File: src/eth_test_pkg.sv
/*
 * ethernet test harness types
 * stream beat, PHY port status and link decode constants
 */
package eth_test_pkg;

    // ------------------------------------------------------------------------
    // byte stream, one beat per clock, no back-pressure
    // ------------------------------------------------------------------------
    typedef struct packed {
        logic       valid;
        // first byte of a frame
        logic       sof;
        // last byte of a frame
        logic       eof;
        logic [7:0] data;
    } byte_stream_t;

    // ------------------------------------------------------------------------
    // PHY status word as reported by the MAC, 4 bits per port
    // ------------------------------------------------------------------------
    typedef struct packed {
        logic       duplex;
        logic [1:0] speed;
        logic       link;
    } port_status_t;

    // speed code for 1000BASE-T
    localparam logic [1:0] SPEED_1G = 2'd2;

    // wrapping event counters
    typedef logic [15:0] err_count_t;

endpackage

File: src/regs_pkg.sv
/*
 * register map of the test harness
 * addresses, word type and control bit layout
 */
package regs_pkg;

    typedef logic [3:0]  reg_addr_t;
    typedef logic [31:0] reg_data_t;

    // control word, low three bits of ADDR_CTRL
    typedef struct packed {
        // write 1 to drop the latched test error, self clearing
        logic err_clear;
        // hides the error blink on the LED
        logic led_mask;
        // enables the frame generator
        logic run;
    } ctrl_reg_t;

    // ------------------------------------------------------------------------
    // address map
    // ------------------------------------------------------------------------
    localparam reg_addr_t ADDR_CTRL        = 4'd0;
    // bit 0 test error, bits 8 and up link state per port
    localparam reg_addr_t ADDR_STATUS      = 4'd1;
    localparam reg_addr_t ADDR_GOOD_FRAMES = 4'd2;
    // port n error counter sits at base + n
    localparam reg_addr_t ADDR_RX_ERR_BASE = 4'd4;

endpackage

File: src/ctrl_regs.sv
`timescale 1ns/100ps
/*
 * control and status register block
 * strobe driven writes, registered read mux, error clear pulse
 */
module ctrl_regs
    import eth_test_pkg::*;
    import regs_pkg::*;
#(
    parameter int PORT_COUNT = 4
) (
    input  logic                             clk20_g,
    input  logic                             reset_i,
    // register bus
    input  logic                             wr_en_i,
    input  logic                             rd_en_i,
    input  reg_addr_t                        addr_i,
    input  reg_data_t                        wdata_i,
    output reg_data_t                        rdata_o,
    output logic                             rd_valid_o,
    // status from the test and monitor logic
    input  logic                             test_err_i,
    input  err_count_t                       good_frames_i,
    input  logic [PORT_COUNT-1:0]            link_up_i,
    input  err_count_t [PORT_COUNT-1:0]      rx_err_count_i,
    // control out
    output ctrl_reg_t                        ctrl_o,
    output logic                             err_clear_o
);

    logic      run_q;
    logic      led_mask_q;
    logic      err_clear_q;
    logic      ctrl_wr;
    reg_data_t rd_mux;

    assign ctrl_wr = wr_en_i && (addr_i == ADDR_CTRL);

    // ------------------------------------------------------------------------
    // control register
    // ------------------------------------------------------------------------
    always_ff @(posedge clk20_g) begin
        if (reset_i) begin
            run_q       <= 1'b0;
            led_mask_q  <= 1'b0;
            err_clear_q <= 1'b0;
        end else begin
            // clear pulse only lives for the cycle after the write
            err_clear_q <= ctrl_wr && wdata_i[2];
            if (ctrl_wr) begin
                run_q      <= wdata_i[0];
                led_mask_q <= wdata_i[1];
            end
        end
    end

    assign ctrl_o      = '{err_clear: err_clear_q, led_mask: led_mask_q, run: run_q};
    assign err_clear_o = err_clear_q;

    // ------------------------------------------------------------------------
    // read side
    // ------------------------------------------------------------------------
    always_comb begin
        rd_mux = '0;
        case (addr_i)
            ADDR_CTRL: begin
                // err_clear is a pulse, reads back as zero
                rd_mux[0] = run_q;
                rd_mux[1] = led_mask_q;
            end
            ADDR_STATUS: begin
                rd_mux[0]              = test_err_i;
                rd_mux[8 +: PORT_COUNT] = link_up_i;
            end
            ADDR_GOOD_FRAMES: begin
                rd_mux[15:0] = good_frames_i;
            end
            default: begin
                // per port error counters, anything else stays zero
                for (int p = 0; p < PORT_COUNT; p++) begin
                    if (addr_i == reg_addr_t'(ADDR_RX_ERR_BASE + p)) begin
                        rd_mux[15:0] = rx_err_count_i[p];
                    end
                end
            end
        endcase
    end

    always_ff @(posedge clk20_g) begin
        if (reset_i) begin
            rd_valid_o <= 1'b0;
        end else begin
            rd_valid_o <= rd_en_i;
        end
    end

    // data word, only sampled while rd_valid_o is high
    always_ff @(posedge clk20_g) begin
        if (rd_en_i) begin
            rdata_o <= rd_mux;
        end
    end

endmodule

File: src/test_frame_gen.sv
`timescale 1ns/100ps
/*
 * test frame generator
 * counting byte frames with a fixed inter-frame gap while run is set
 */
module test_frame_gen
    import eth_test_pkg::*;
#(
    parameter int FRAME_LEN = 64
) (
    input  logic         clk20_g,
    input  logic         reset_i,
    input  logic         run_i,
    output byte_stream_t tx_stream_o
);

    localparam int               IDX_W    = $clog2(FRAME_LEN + 1);
    localparam logic [IDX_W-1:0] LAST_IDX = IDX_W'(FRAME_LEN - 1);
    // idle cycles between eof and the next sof
    localparam logic [3:0]       GAP_LAST = 4'd11;

    typedef enum logic [1:0] {
        ST_IDLE,
        ST_SEND,
        ST_GAP
    } gen_state_e;

    gen_state_e       state_q;
    logic [IDX_W-1:0] idx_q;
    logic [7:0]       frame_q;
    logic [3:0]       gap_q;

    always_ff @(posedge clk20_g) begin
        if (reset_i) begin
            state_q <= ST_IDLE;
            idx_q   <= '0;
            frame_q <= '0;
            gap_q   <= '0;
        end else begin
            case (state_q)
                ST_IDLE: begin
                    if (run_i) begin
                        state_q <= ST_SEND;
                        idx_q   <= '0;
                    end
                end
                ST_SEND: begin
                    // a cleared run still lets the frame run out
                    if (idx_q == LAST_IDX) begin
                        state_q <= ST_GAP;
                        gap_q   <= '0;
                        frame_q <= frame_q + 8'd1;
                    end else begin
                        idx_q <= idx_q + 1'b1;
                    end
                end
                ST_GAP: begin
                    if (gap_q == GAP_LAST) begin
                        idx_q   <= '0;
                        // back to back frames skip idle to keep the gap at 12
                        state_q <= run_i ? ST_SEND : ST_IDLE;
                    end else begin
                        gap_q <= gap_q + 4'd1;
                    end
                end
                default: state_q <= ST_IDLE;
            endcase
        end
    end

    // beat decode, byte k of frame f is f + k
    always_comb begin
        tx_stream_o.valid = (state_q == ST_SEND);
        tx_stream_o.sof   = tx_stream_o.valid && (idx_q == '0);
        tx_stream_o.eof   = tx_stream_o.valid && (idx_q == LAST_IDX);
        tx_stream_o.data  = frame_q + 8'(idx_q);
    end

endmodule

File: src/test_frame_chk.sv
`timescale 1ns/100ps
/*
 * test frame checker
 * compares received frames to the counting pattern, sticky error, good count
 */
module test_frame_chk
    import eth_test_pkg::*;
#(
    parameter int FRAME_LEN = 64
) (
    input  logic         clk20_g,
    input  logic         reset_i,
    input  byte_stream_t rx_stream_i,
    input  logic         err_clear_i,
    output logic         test_err_o,
    output err_count_t   good_frames_o
);

    localparam int               IDX_W    = $clog2(FRAME_LEN + 1);
    localparam logic [IDX_W-1:0] LAST_IDX = IDX_W'(FRAME_LEN - 1);

    logic             in_frame_q;
    logic             frame_bad_q;
    logic [IDX_W-1:0] idx_q;
    logic [7:0]       exp_frame_q;
    logic             test_err_q;
    err_count_t       good_cnt_q;

    logic [IDX_W-1:0] cur_idx;
    logic [7:0]       cur_frame;
    logic             cur_bad;
    logic             beat_err;
    logic             clean_eof;

    // ------------------------------------------------------------------------
    // per beat check
    // ------------------------------------------------------------------------
    always_comb begin
        cur_idx   = idx_q;
        cur_frame = exp_frame_q;
        cur_bad   = frame_bad_q;
        beat_err  = 1'b0;
        if (rx_stream_i.valid) begin
            if (rx_stream_i.sof) begin
                cur_idx = '0;
                cur_bad = 1'b0;
                // sof inside a frame, previous eof never came
                if (in_frame_q) begin
                    beat_err  = 1'b1;
                    cur_frame = exp_frame_q + 8'd1;
                end
            end else if (!in_frame_q) begin
                // stray beat between frames
                beat_err = 1'b1;
            end
            if (rx_stream_i.data != cur_frame + 8'(cur_idx)) begin
                beat_err = 1'b1;
            end
            // early eof, or last index without eof
            if (rx_stream_i.eof != (cur_idx == LAST_IDX)) begin
                beat_err = 1'b1;
            end
        end
    end

    assign clean_eof = rx_stream_i.valid && rx_stream_i.eof && !beat_err && !cur_bad;

    // ------------------------------------------------------------------------
    // frame tracking
    // ------------------------------------------------------------------------
    always_ff @(posedge clk20_g) begin
        if (reset_i) begin
            in_frame_q  <= 1'b0;
            frame_bad_q <= 1'b0;
            idx_q       <= '0;
            exp_frame_q <= '0;
        end else if (rx_stream_i.valid) begin
            if (rx_stream_i.eof) begin
                // every eof moves on, good or bad
                in_frame_q  <= 1'b0;
                frame_bad_q <= 1'b0;
                exp_frame_q <= cur_frame + 8'd1;
            end else begin
                in_frame_q  <= in_frame_q || rx_stream_i.sof;
                frame_bad_q <= cur_bad || beat_err;
                exp_frame_q <= cur_frame;
                idx_q       <= cur_idx + 1'b1;
            end
        end
    end

    // sticky error and good frame count
    always_ff @(posedge clk20_g) begin
        if (reset_i) begin
            test_err_q <= 1'b0;
            good_cnt_q <= '0;
        end else begin
            test_err_q <= (test_err_q && !err_clear_i) || beat_err;
            if (clean_eof) begin
                good_cnt_q <= good_cnt_q + 1'b1;
            end
        end
    end

    assign test_err_o    = test_err_q;
    assign good_frames_o = good_cnt_q;

endmodule

File: src/link_monitor.sv
`timescale 1ns/100ps
/*
 * per port link monitor
 * gigabit link decode and bad frame counters
 */
module link_monitor
    import eth_test_pkg::*;
#(
    parameter int PORT_COUNT = 4
) (
    input  logic                          clk20_g,
    input  logic                          reset_i,
    input  port_status_t [PORT_COUNT-1:0] port_status_i,
    input  logic [PORT_COUNT-1:0]         rx_bad_i,
    input  logic [PORT_COUNT-1:0]         rx_err_i,
    output logic [PORT_COUNT-1:0]         link_up_o,
    output err_count_t [PORT_COUNT-1:0]   rx_err_count_o
);

    for (genvar p = 0; p < PORT_COUNT; p++) begin : g_port
        logic       link_up_q;
        err_count_t cnt_q;

        // counting only makes sense with the link up at 1G
        always_ff @(posedge clk20_g) begin
            if (reset_i) begin
                link_up_q <= 1'b0;
            end else begin
                link_up_q <= port_status_i[p].link &&
                             (port_status_i[p].speed == SPEED_1G);
            end
        end

        // held at zero while down, wraps at 16 bits
        always_ff @(posedge clk20_g) begin
            if (reset_i || !link_up_q) begin
                cnt_q <= '0;
            end else if (rx_bad_i[p] || rx_err_i[p]) begin
                cnt_q <= cnt_q + 1'b1;
            end
        end

        assign link_up_o[p]      = link_up_q;
        assign rx_err_count_o[p] = cnt_q;
    end

endmodule

File: src/led_blinker.sv
`timescale 1ns/100ps
/*
 * status LED blinker
 * us and ms timebase, blinks while a test error is latched
 */
module led_blinker #(
    parameter int CLK_PER_US    = 20,
    parameter int BLINK_HALF_MS = 125
) (
    input  logic clk20_g,
    input  logic reset_i,
    input  logic test_err_i,
    input  logic led_mask_i,
    output logic led_o
);

    localparam int US_PER_MS = 1000;
    localparam int US_W      = $clog2(CLK_PER_US + 1);
    localparam int MS_W      = $clog2(US_PER_MS + 1);
    localparam int HALF_W    = $clog2(BLINK_HALF_MS + 1);

    logic [US_W-1:0]   us_cnt_q;
    logic [MS_W-1:0]   ms_cnt_q;
    logic [HALF_W-1:0] half_cnt_q;
    logic              blink_q;

    logic              us_tick;
    logic              ms_tick;
    logic              half_tick;

    // tick chain, each stage only moves on the tick below it
    assign us_tick   = (us_cnt_q == US_W'(CLK_PER_US - 1));
    assign ms_tick   = us_tick && (ms_cnt_q == MS_W'(US_PER_MS - 1));
    assign half_tick = ms_tick && (half_cnt_q == HALF_W'(BLINK_HALF_MS - 1));

    always_ff @(posedge clk20_g) begin
        if (reset_i) begin
            us_cnt_q   <= '0;
            ms_cnt_q   <= '0;
            half_cnt_q <= '0;
            blink_q    <= 1'b0;
        end else begin
            us_cnt_q <= us_tick ? '0 : us_cnt_q + 1'b1;
            if (us_tick) begin
                ms_cnt_q <= ms_tick ? '0 : ms_cnt_q + 1'b1;
            end
            if (ms_tick) begin
                half_cnt_q <= half_tick ? '0 : half_cnt_q + 1'b1;
            end
            if (half_tick) begin
                blink_q <= ~blink_q;
            end
        end
    end

    // dark unless an error is latched and not masked
    assign led_o = blink_q && test_err_i && !led_mask_i;

endmodule

File: src/eth_test_top.sv
`timescale 1ns/100ps
/*
 * ethernet test harness top level
 * register block, frame generator and checker, link monitor, status LED
 */
module eth_test_top
    import eth_test_pkg::*;
    import regs_pkg::*;
#(
    parameter int PORT_COUNT    = 4,
    parameter int FRAME_LEN     = 64,
    parameter int CLK_PER_US    = 20,
    parameter int BLINK_HALF_MS = 125
) (
    input  logic                          clk20_g,
    input  logic                          reset_i,
    // register bus
    input  logic                          wr_en_i,
    input  logic                          rd_en_i,
    input  reg_addr_t                     addr_i,
    input  reg_data_t                     wdata_i,
    output reg_data_t                     rdata_o,
    output logic                          rd_valid_o,
    // test streams, looped outside
    output byte_stream_t                  tx_stream_o,
    input  byte_stream_t                  rx_stream_i,
    // PHY side status and receive strobes
    input  port_status_t [PORT_COUNT-1:0] port_status_i,
    input  logic [PORT_COUNT-1:0]         rx_bad_i,
    input  logic [PORT_COUNT-1:0]         rx_err_i,
    output logic                          led_o
);

    ctrl_reg_t                   ctrl;
    logic                        err_clear;
    logic                        test_err;
    err_count_t                  good_frames;
    logic [PORT_COUNT-1:0]       link_up;
    err_count_t [PORT_COUNT-1:0] rx_err_count;

    // ------------------------------------------------------------------------
    // registers
    // ------------------------------------------------------------------------
    ctrl_regs #(
        .PORT_COUNT (PORT_COUNT)
    ) ctrl_regs_i (
        .clk20_g        (clk20_g),
        .reset_i        (reset_i),
        .wr_en_i        (wr_en_i),
        .rd_en_i        (rd_en_i),
        .addr_i         (addr_i),
        .wdata_i        (wdata_i),
        .rdata_o        (rdata_o),
        .rd_valid_o     (rd_valid_o),
        .test_err_i     (test_err),
        .good_frames_i  (good_frames),
        .link_up_i      (link_up),
        .rx_err_count_i (rx_err_count),
        .ctrl_o         (ctrl),
        .err_clear_o    (err_clear)
    );

    // ------------------------------------------------------------------------
    // frame test path
    // ------------------------------------------------------------------------
    test_frame_gen #(
        .FRAME_LEN (FRAME_LEN)
    ) test_frame_gen_i (
        .clk20_g     (clk20_g),
        .reset_i     (reset_i),
        .run_i       (ctrl.run),
        .tx_stream_o (tx_stream_o)
    );

    test_frame_chk #(
        .FRAME_LEN (FRAME_LEN)
    ) test_frame_chk_i (
        .clk20_g       (clk20_g),
        .reset_i       (reset_i),
        .rx_stream_i   (rx_stream_i),
        .err_clear_i   (err_clear),
        .test_err_o    (test_err),
        .good_frames_o (good_frames)
    );

    // link state and per port error counts
    link_monitor #(
        .PORT_COUNT (PORT_COUNT)
    ) link_monitor_i (
        .clk20_g        (clk20_g),
        .reset_i        (reset_i),
        .port_status_i  (port_status_i),
        .rx_bad_i       (rx_bad_i),
        .rx_err_i       (rx_err_i),
        .link_up_o      (link_up),
        .rx_err_count_o (rx_err_count)
    );

    led_blinker #(
        .CLK_PER_US    (CLK_PER_US),
        .BLINK_HALF_MS (BLINK_HALF_MS)
    ) led_blinker_i (
        .clk20_g    (clk20_g),
        .reset_i    (reset_i),
        .test_err_i (test_err),
        .led_mask_i (ctrl.led_mask),
        .led_o      (led_o)
    );

endmodule

File: config.mk
export PLATFORM = sky130hd
export DESIGN_NAME = eth_test_top
export DESIGN_NICKNAME = d
export VERILOG_FILES = /design/src/eth_test_pkg.sv /design/src/regs_pkg.sv /design/src/ctrl_regs.sv /design/src/test_frame_gen.sv /design/src/test_frame_chk.sv /design/src/link_monitor.sv /design/src/led_blinker.sv /design/src/eth_test_top.sv
export SDC_FILE = /design/constraint.sdc
export NUM_CORES = 1
export LEC_CHECK = 0
export ABC_AREA = 1
export BUFFER_PORTS_ARGS = -buffer_cell sky130_fd_sc_hd__buf_4
export CORE_ASPECT_RATIO = 1.4
export CORE_MARGIN = 2
export CORE_UTILIZATION = 40
export CTS_CLUSTER_SIZE = 14
export DETAILED_ROUTE_END_ITERATION = 8
export GPL_ROUTABILITY_DRIVEN = 0
export SETUP_SLACK_MARGIN = 0.2
export SYNTH_ARGS = -nofsm -noshare
export SYNTH_HDL_FRONTEND = slang
export SYNTH_SLANG_ARGS = --single-unit
File: constraint.sdc
create_clock -name clk20_g -period 7.5 [get_ports clk20_g]
set_input_delay 2.25 -clock clk20_g [delete_from_list [all_inputs] [get_ports clk20_g]]
set_output_delay 2.25 -clock clk20_g [all_outputs]
set_load 0.02 [all_outputs]
==> metrics.md <==
| Metric | Value |
|---|---|
| Status | complete, no violations |
| Net count, final | 1,483 |
| Placed cells | 1,653 |
| Crit path required time | 7790 ps |
| Slew HR | 0.521 |
| 1st-iter DRT viols | 483 |
| Largest net degree at the start of global routing | 38 |
| Actual slew at the worst max-slew pin | 715 ps |
| Reg2reg end | test_frame_chk_i.good_frames_o[13] |
| Final setup vio count | 0 |
| Mapped Area | 9170 µm² |
| Number of synthesis warnings | 0 |
| Setup Skew | 7.77 ps |
| Overflow after GRT | 0 |
| Die Ht | 183 µm |
| Die Area | 24,200 µm² |
| Clk root buf | clkbuf_16 |
| Peak Freq | 0.210 GHz |
| Clock tree buffer depth | 2 |
| Sequential element share of the synthesized area | 0.380 |
| Dominant cells by area after synthesis | dfxtp_1, nand2_1, inv_1 |
| Worst Reg-to-Reg Cells | 19 |
| H-tree depth | 4 |
| Fillers | 2,366 |
| Number of remaining DRC errors | 0 |
| Synth top cells by count | nand2_1, inv_1, dfxtp_1 |
| Largest area contributor in the netlist | dfxtp_1 |
| Max_cap viols | 0 |
| Initial core utilization | 0.407 |
| Hold_buf cts | 0 |
| Avg Inst Size Synth | 7.04 µm² |
| Final Hold Viols | 0 |
| Asr flop ratio synth | 0 |
| EDFF count, synth | 16 |
| Dpl ws | 2280 ps |
| DRT antenna net count | 0 |
| Final min period | 4760 ps |
| Worst hold path type | flip-flop to flip-flop |
| Die W | 132 µm |
| Num CTS Buffers | 17 |
| Critical R2R Launch | test_frame_chk_i.in_frame_q |
| CTS resizes | 0 |
| P per Cell Area | 186 nW/µm² |
| Layout area overhead | 14.2% |
| Vias | 8,509 |
| Fin area | 10,500 µm² |
| Via density | 5.05 |
| Core ar. | 22,500 µm² |
| DR pass1 iterations | 5 |
| Layout cells sized above 1 | 0.0932 |
| Post-CTS setup buffer count | 0 |
| Most common cell in the netlist | nand2_1 |
| P_leak | 4.03 nW |
| CTS Sinks | 166 |
| Hold slack | 454 ps |
| ANT cells | 0 |
| Routed len/inst | 13.9 µm |
| Hold wc startpoint | led_blinker_i.us_cnt_q[0] |
| Peak VDD IR | 0.000150 V |
| RSZ-0062 raised after global routing | false |
| Setup ws final | 2740 ps |
| Clk pin slew, worst setup/hold paths | 70 ps |
| Critical path class | primary input to flip-flop |
| Synth unique cells | 53 |
| Endpoint class of the critical path | flip-flop |
| CTS tree | done |
| Antenna violations before repair | 0 |
| DP HPWL | 18,000 µm |
| Non-Filler Instances | 1,685 |
| Yosys top cell area share | 0.327 |
| Worst setup SP type | primary input |
| Top-Level Pins | 120 |
| Row Count | 65 |
| Final WL | 23,400 µm |
| Clk_lat worst skew | 430 ps |
| Hold depth | 1 |
| Fin Setup TNS | 0 ps |
| Hold endpoint | led_blinker_i.us_cnt_q[0] |
| Critical path fanouts, max | 11 |
| Pins over their slew limit | 0 |
| Main flop type after synthesis | dfxtp_1 |
| Vias in the first global route | 8,013 |
| CP Data Arrival Time | 5060 ps |
| PortBufs | 70 |
| Worst R2R Setup Slack | 4280 ps |
| Global-route wire length before repair | 38,000 µm |
| Area after DPL | 9930 µm² |
| Flops & latches, synth | 166 |
| Total GRT Usage | 0.196 |
| Period utilization | 0.635 |
| Mapped Cells | 1,303 |
==> layout make-up <==
cell class / count / area, µm² / area share
Multi-Input combinational cell: 898 / 4710 / 0.450
Inverter: 216 / 811 / 0.0774
Timing Repair Buffer: 72 / 541 / 0.0516
Clock buffer: 17 / 425 / 0.0406
Tap cell: 301 / 377 / 0.0359
Clock inverter: 15 / 128 / 0.0122
Sequential cell: 166 / 3480 / 0.332
==> flip-flops by register name, summed over array words and instances, names as in the netlist, 2 cells and up <==
signal / flops
ctrl_regs_i.rdata_o: 16
led_blinker_i.half_cnt_q: 7
led_blinker_i.ms_cnt_q: 10
led_blinker_i.us_cnt_q: 5
link_monitor_i.g_port.cnt_q: 64
link_monitor_i.g_port.link_up_q: 4
test_frame_chk_i.exp_frame_q: 8
test_frame_chk_i.good_frames_o: 16
test_frame_chk_i.idx_q: 7
test_frame_gen_i.frame_q: 8
test_frame_gen_i.gap_q: 4
test_frame_gen_i.idx_q: 7
test_frame_gen_i.state_q: 2
==> routing by layer <==
layer	vias to the layer above	global-route usage	part of all wire	routed length, µm
met5	-	0	0	0
met4	0	0.0930	0.037	859
met3	45	0.0293	0.032	757
met2	152	0.368	0.52	12100
met1	3878	0.214	0.41	9650
li1	4434	-	-	-
==> worst max path at each step <==
stage	slack, ps	start	cells past startpoint	to
finish	2740	rx_stream_i[9]	20	test_frame_chk_i.good_frames_o[13]
global route	2250	rx_stream_i[9]	20	test_frame_chk_i.good_frames_o[12]
CTS	2710	rx_stream_i[9]	20	test_frame_chk_i.good_frames_o[13]
detailed placement	2280	rx_stream_i[9]	20	test_frame_chk_i.good_frames_o[4]
global placement	2270	rx_stream_i[9]	20	test_frame_chk_i.good_frames_o[13]
floorplan	2830	rx_stream_i[9]	21	test_frame_chk_i.good_frames_o[10]
==> worst max-delay path, stage by stage <==
cell	delay (ps)
buf_4	170
nand2_1	110
inv_2	90
nand2_1	80
nor3_1	200
nand2_1	90
xor2_1	310
ha_1	330
nand2_1	100
inv_1	40
a21oi_1	200
nand3_1	140
nand2_1	100
nand2_2	60
nand2_2	120
nand3_1	110
nand2_2	170
nand3_1	200
nand2_1	120
a21oi_1	60
==> through the flow <==
stage / power (W) / utilization
2_1_floorplan: 0.00107 / -
6_report: 0.00195 / 0.465
5_1_grt: 0.00204 / 0.465
3_5_place_dp: 0.00113 / 0.441
4_1_cts: 0.00197 / 0.465
3_3_place_gp: 0.00113 / 0.441
==> kinds of logic after synthesis <==
kind of cell / after synthesis / share of synthesized area
adders and majority gates: 37 / 0.0521
buffers and inverters: 254 / 0.112
other: 1 / 0.000409
and+or+nand+nor: 572 / 0.281
xor gates and xnor gates: 22 / 0.0210
AOI/OAI and AO/OA: 251 / 0.153
DFF: 166 / 0.380
==> cells in the final DEF, fill, tap and decap left out, types with 24 or more instances in the layout <==
cell type / n
a21oi_1: 129
nand2_1: 226
nand3_1: 90
inv_1: 212
dfxtp_1: 150
nor2_1: 132
ha_1: 35
nand4_1: 24
nor3_1: 50
o21ai_0: 61
buf_4: 72
==> where the power goes <==
| group | switching [W] | internal (W) |
|---|---|---|
| clock | 0.000377 | 0.000458 |
| combinational | 0.000127 | 0.0000665 |
| sequential | 0.0000107 | 0.000909 |
(Power assumes the default switching activity.)
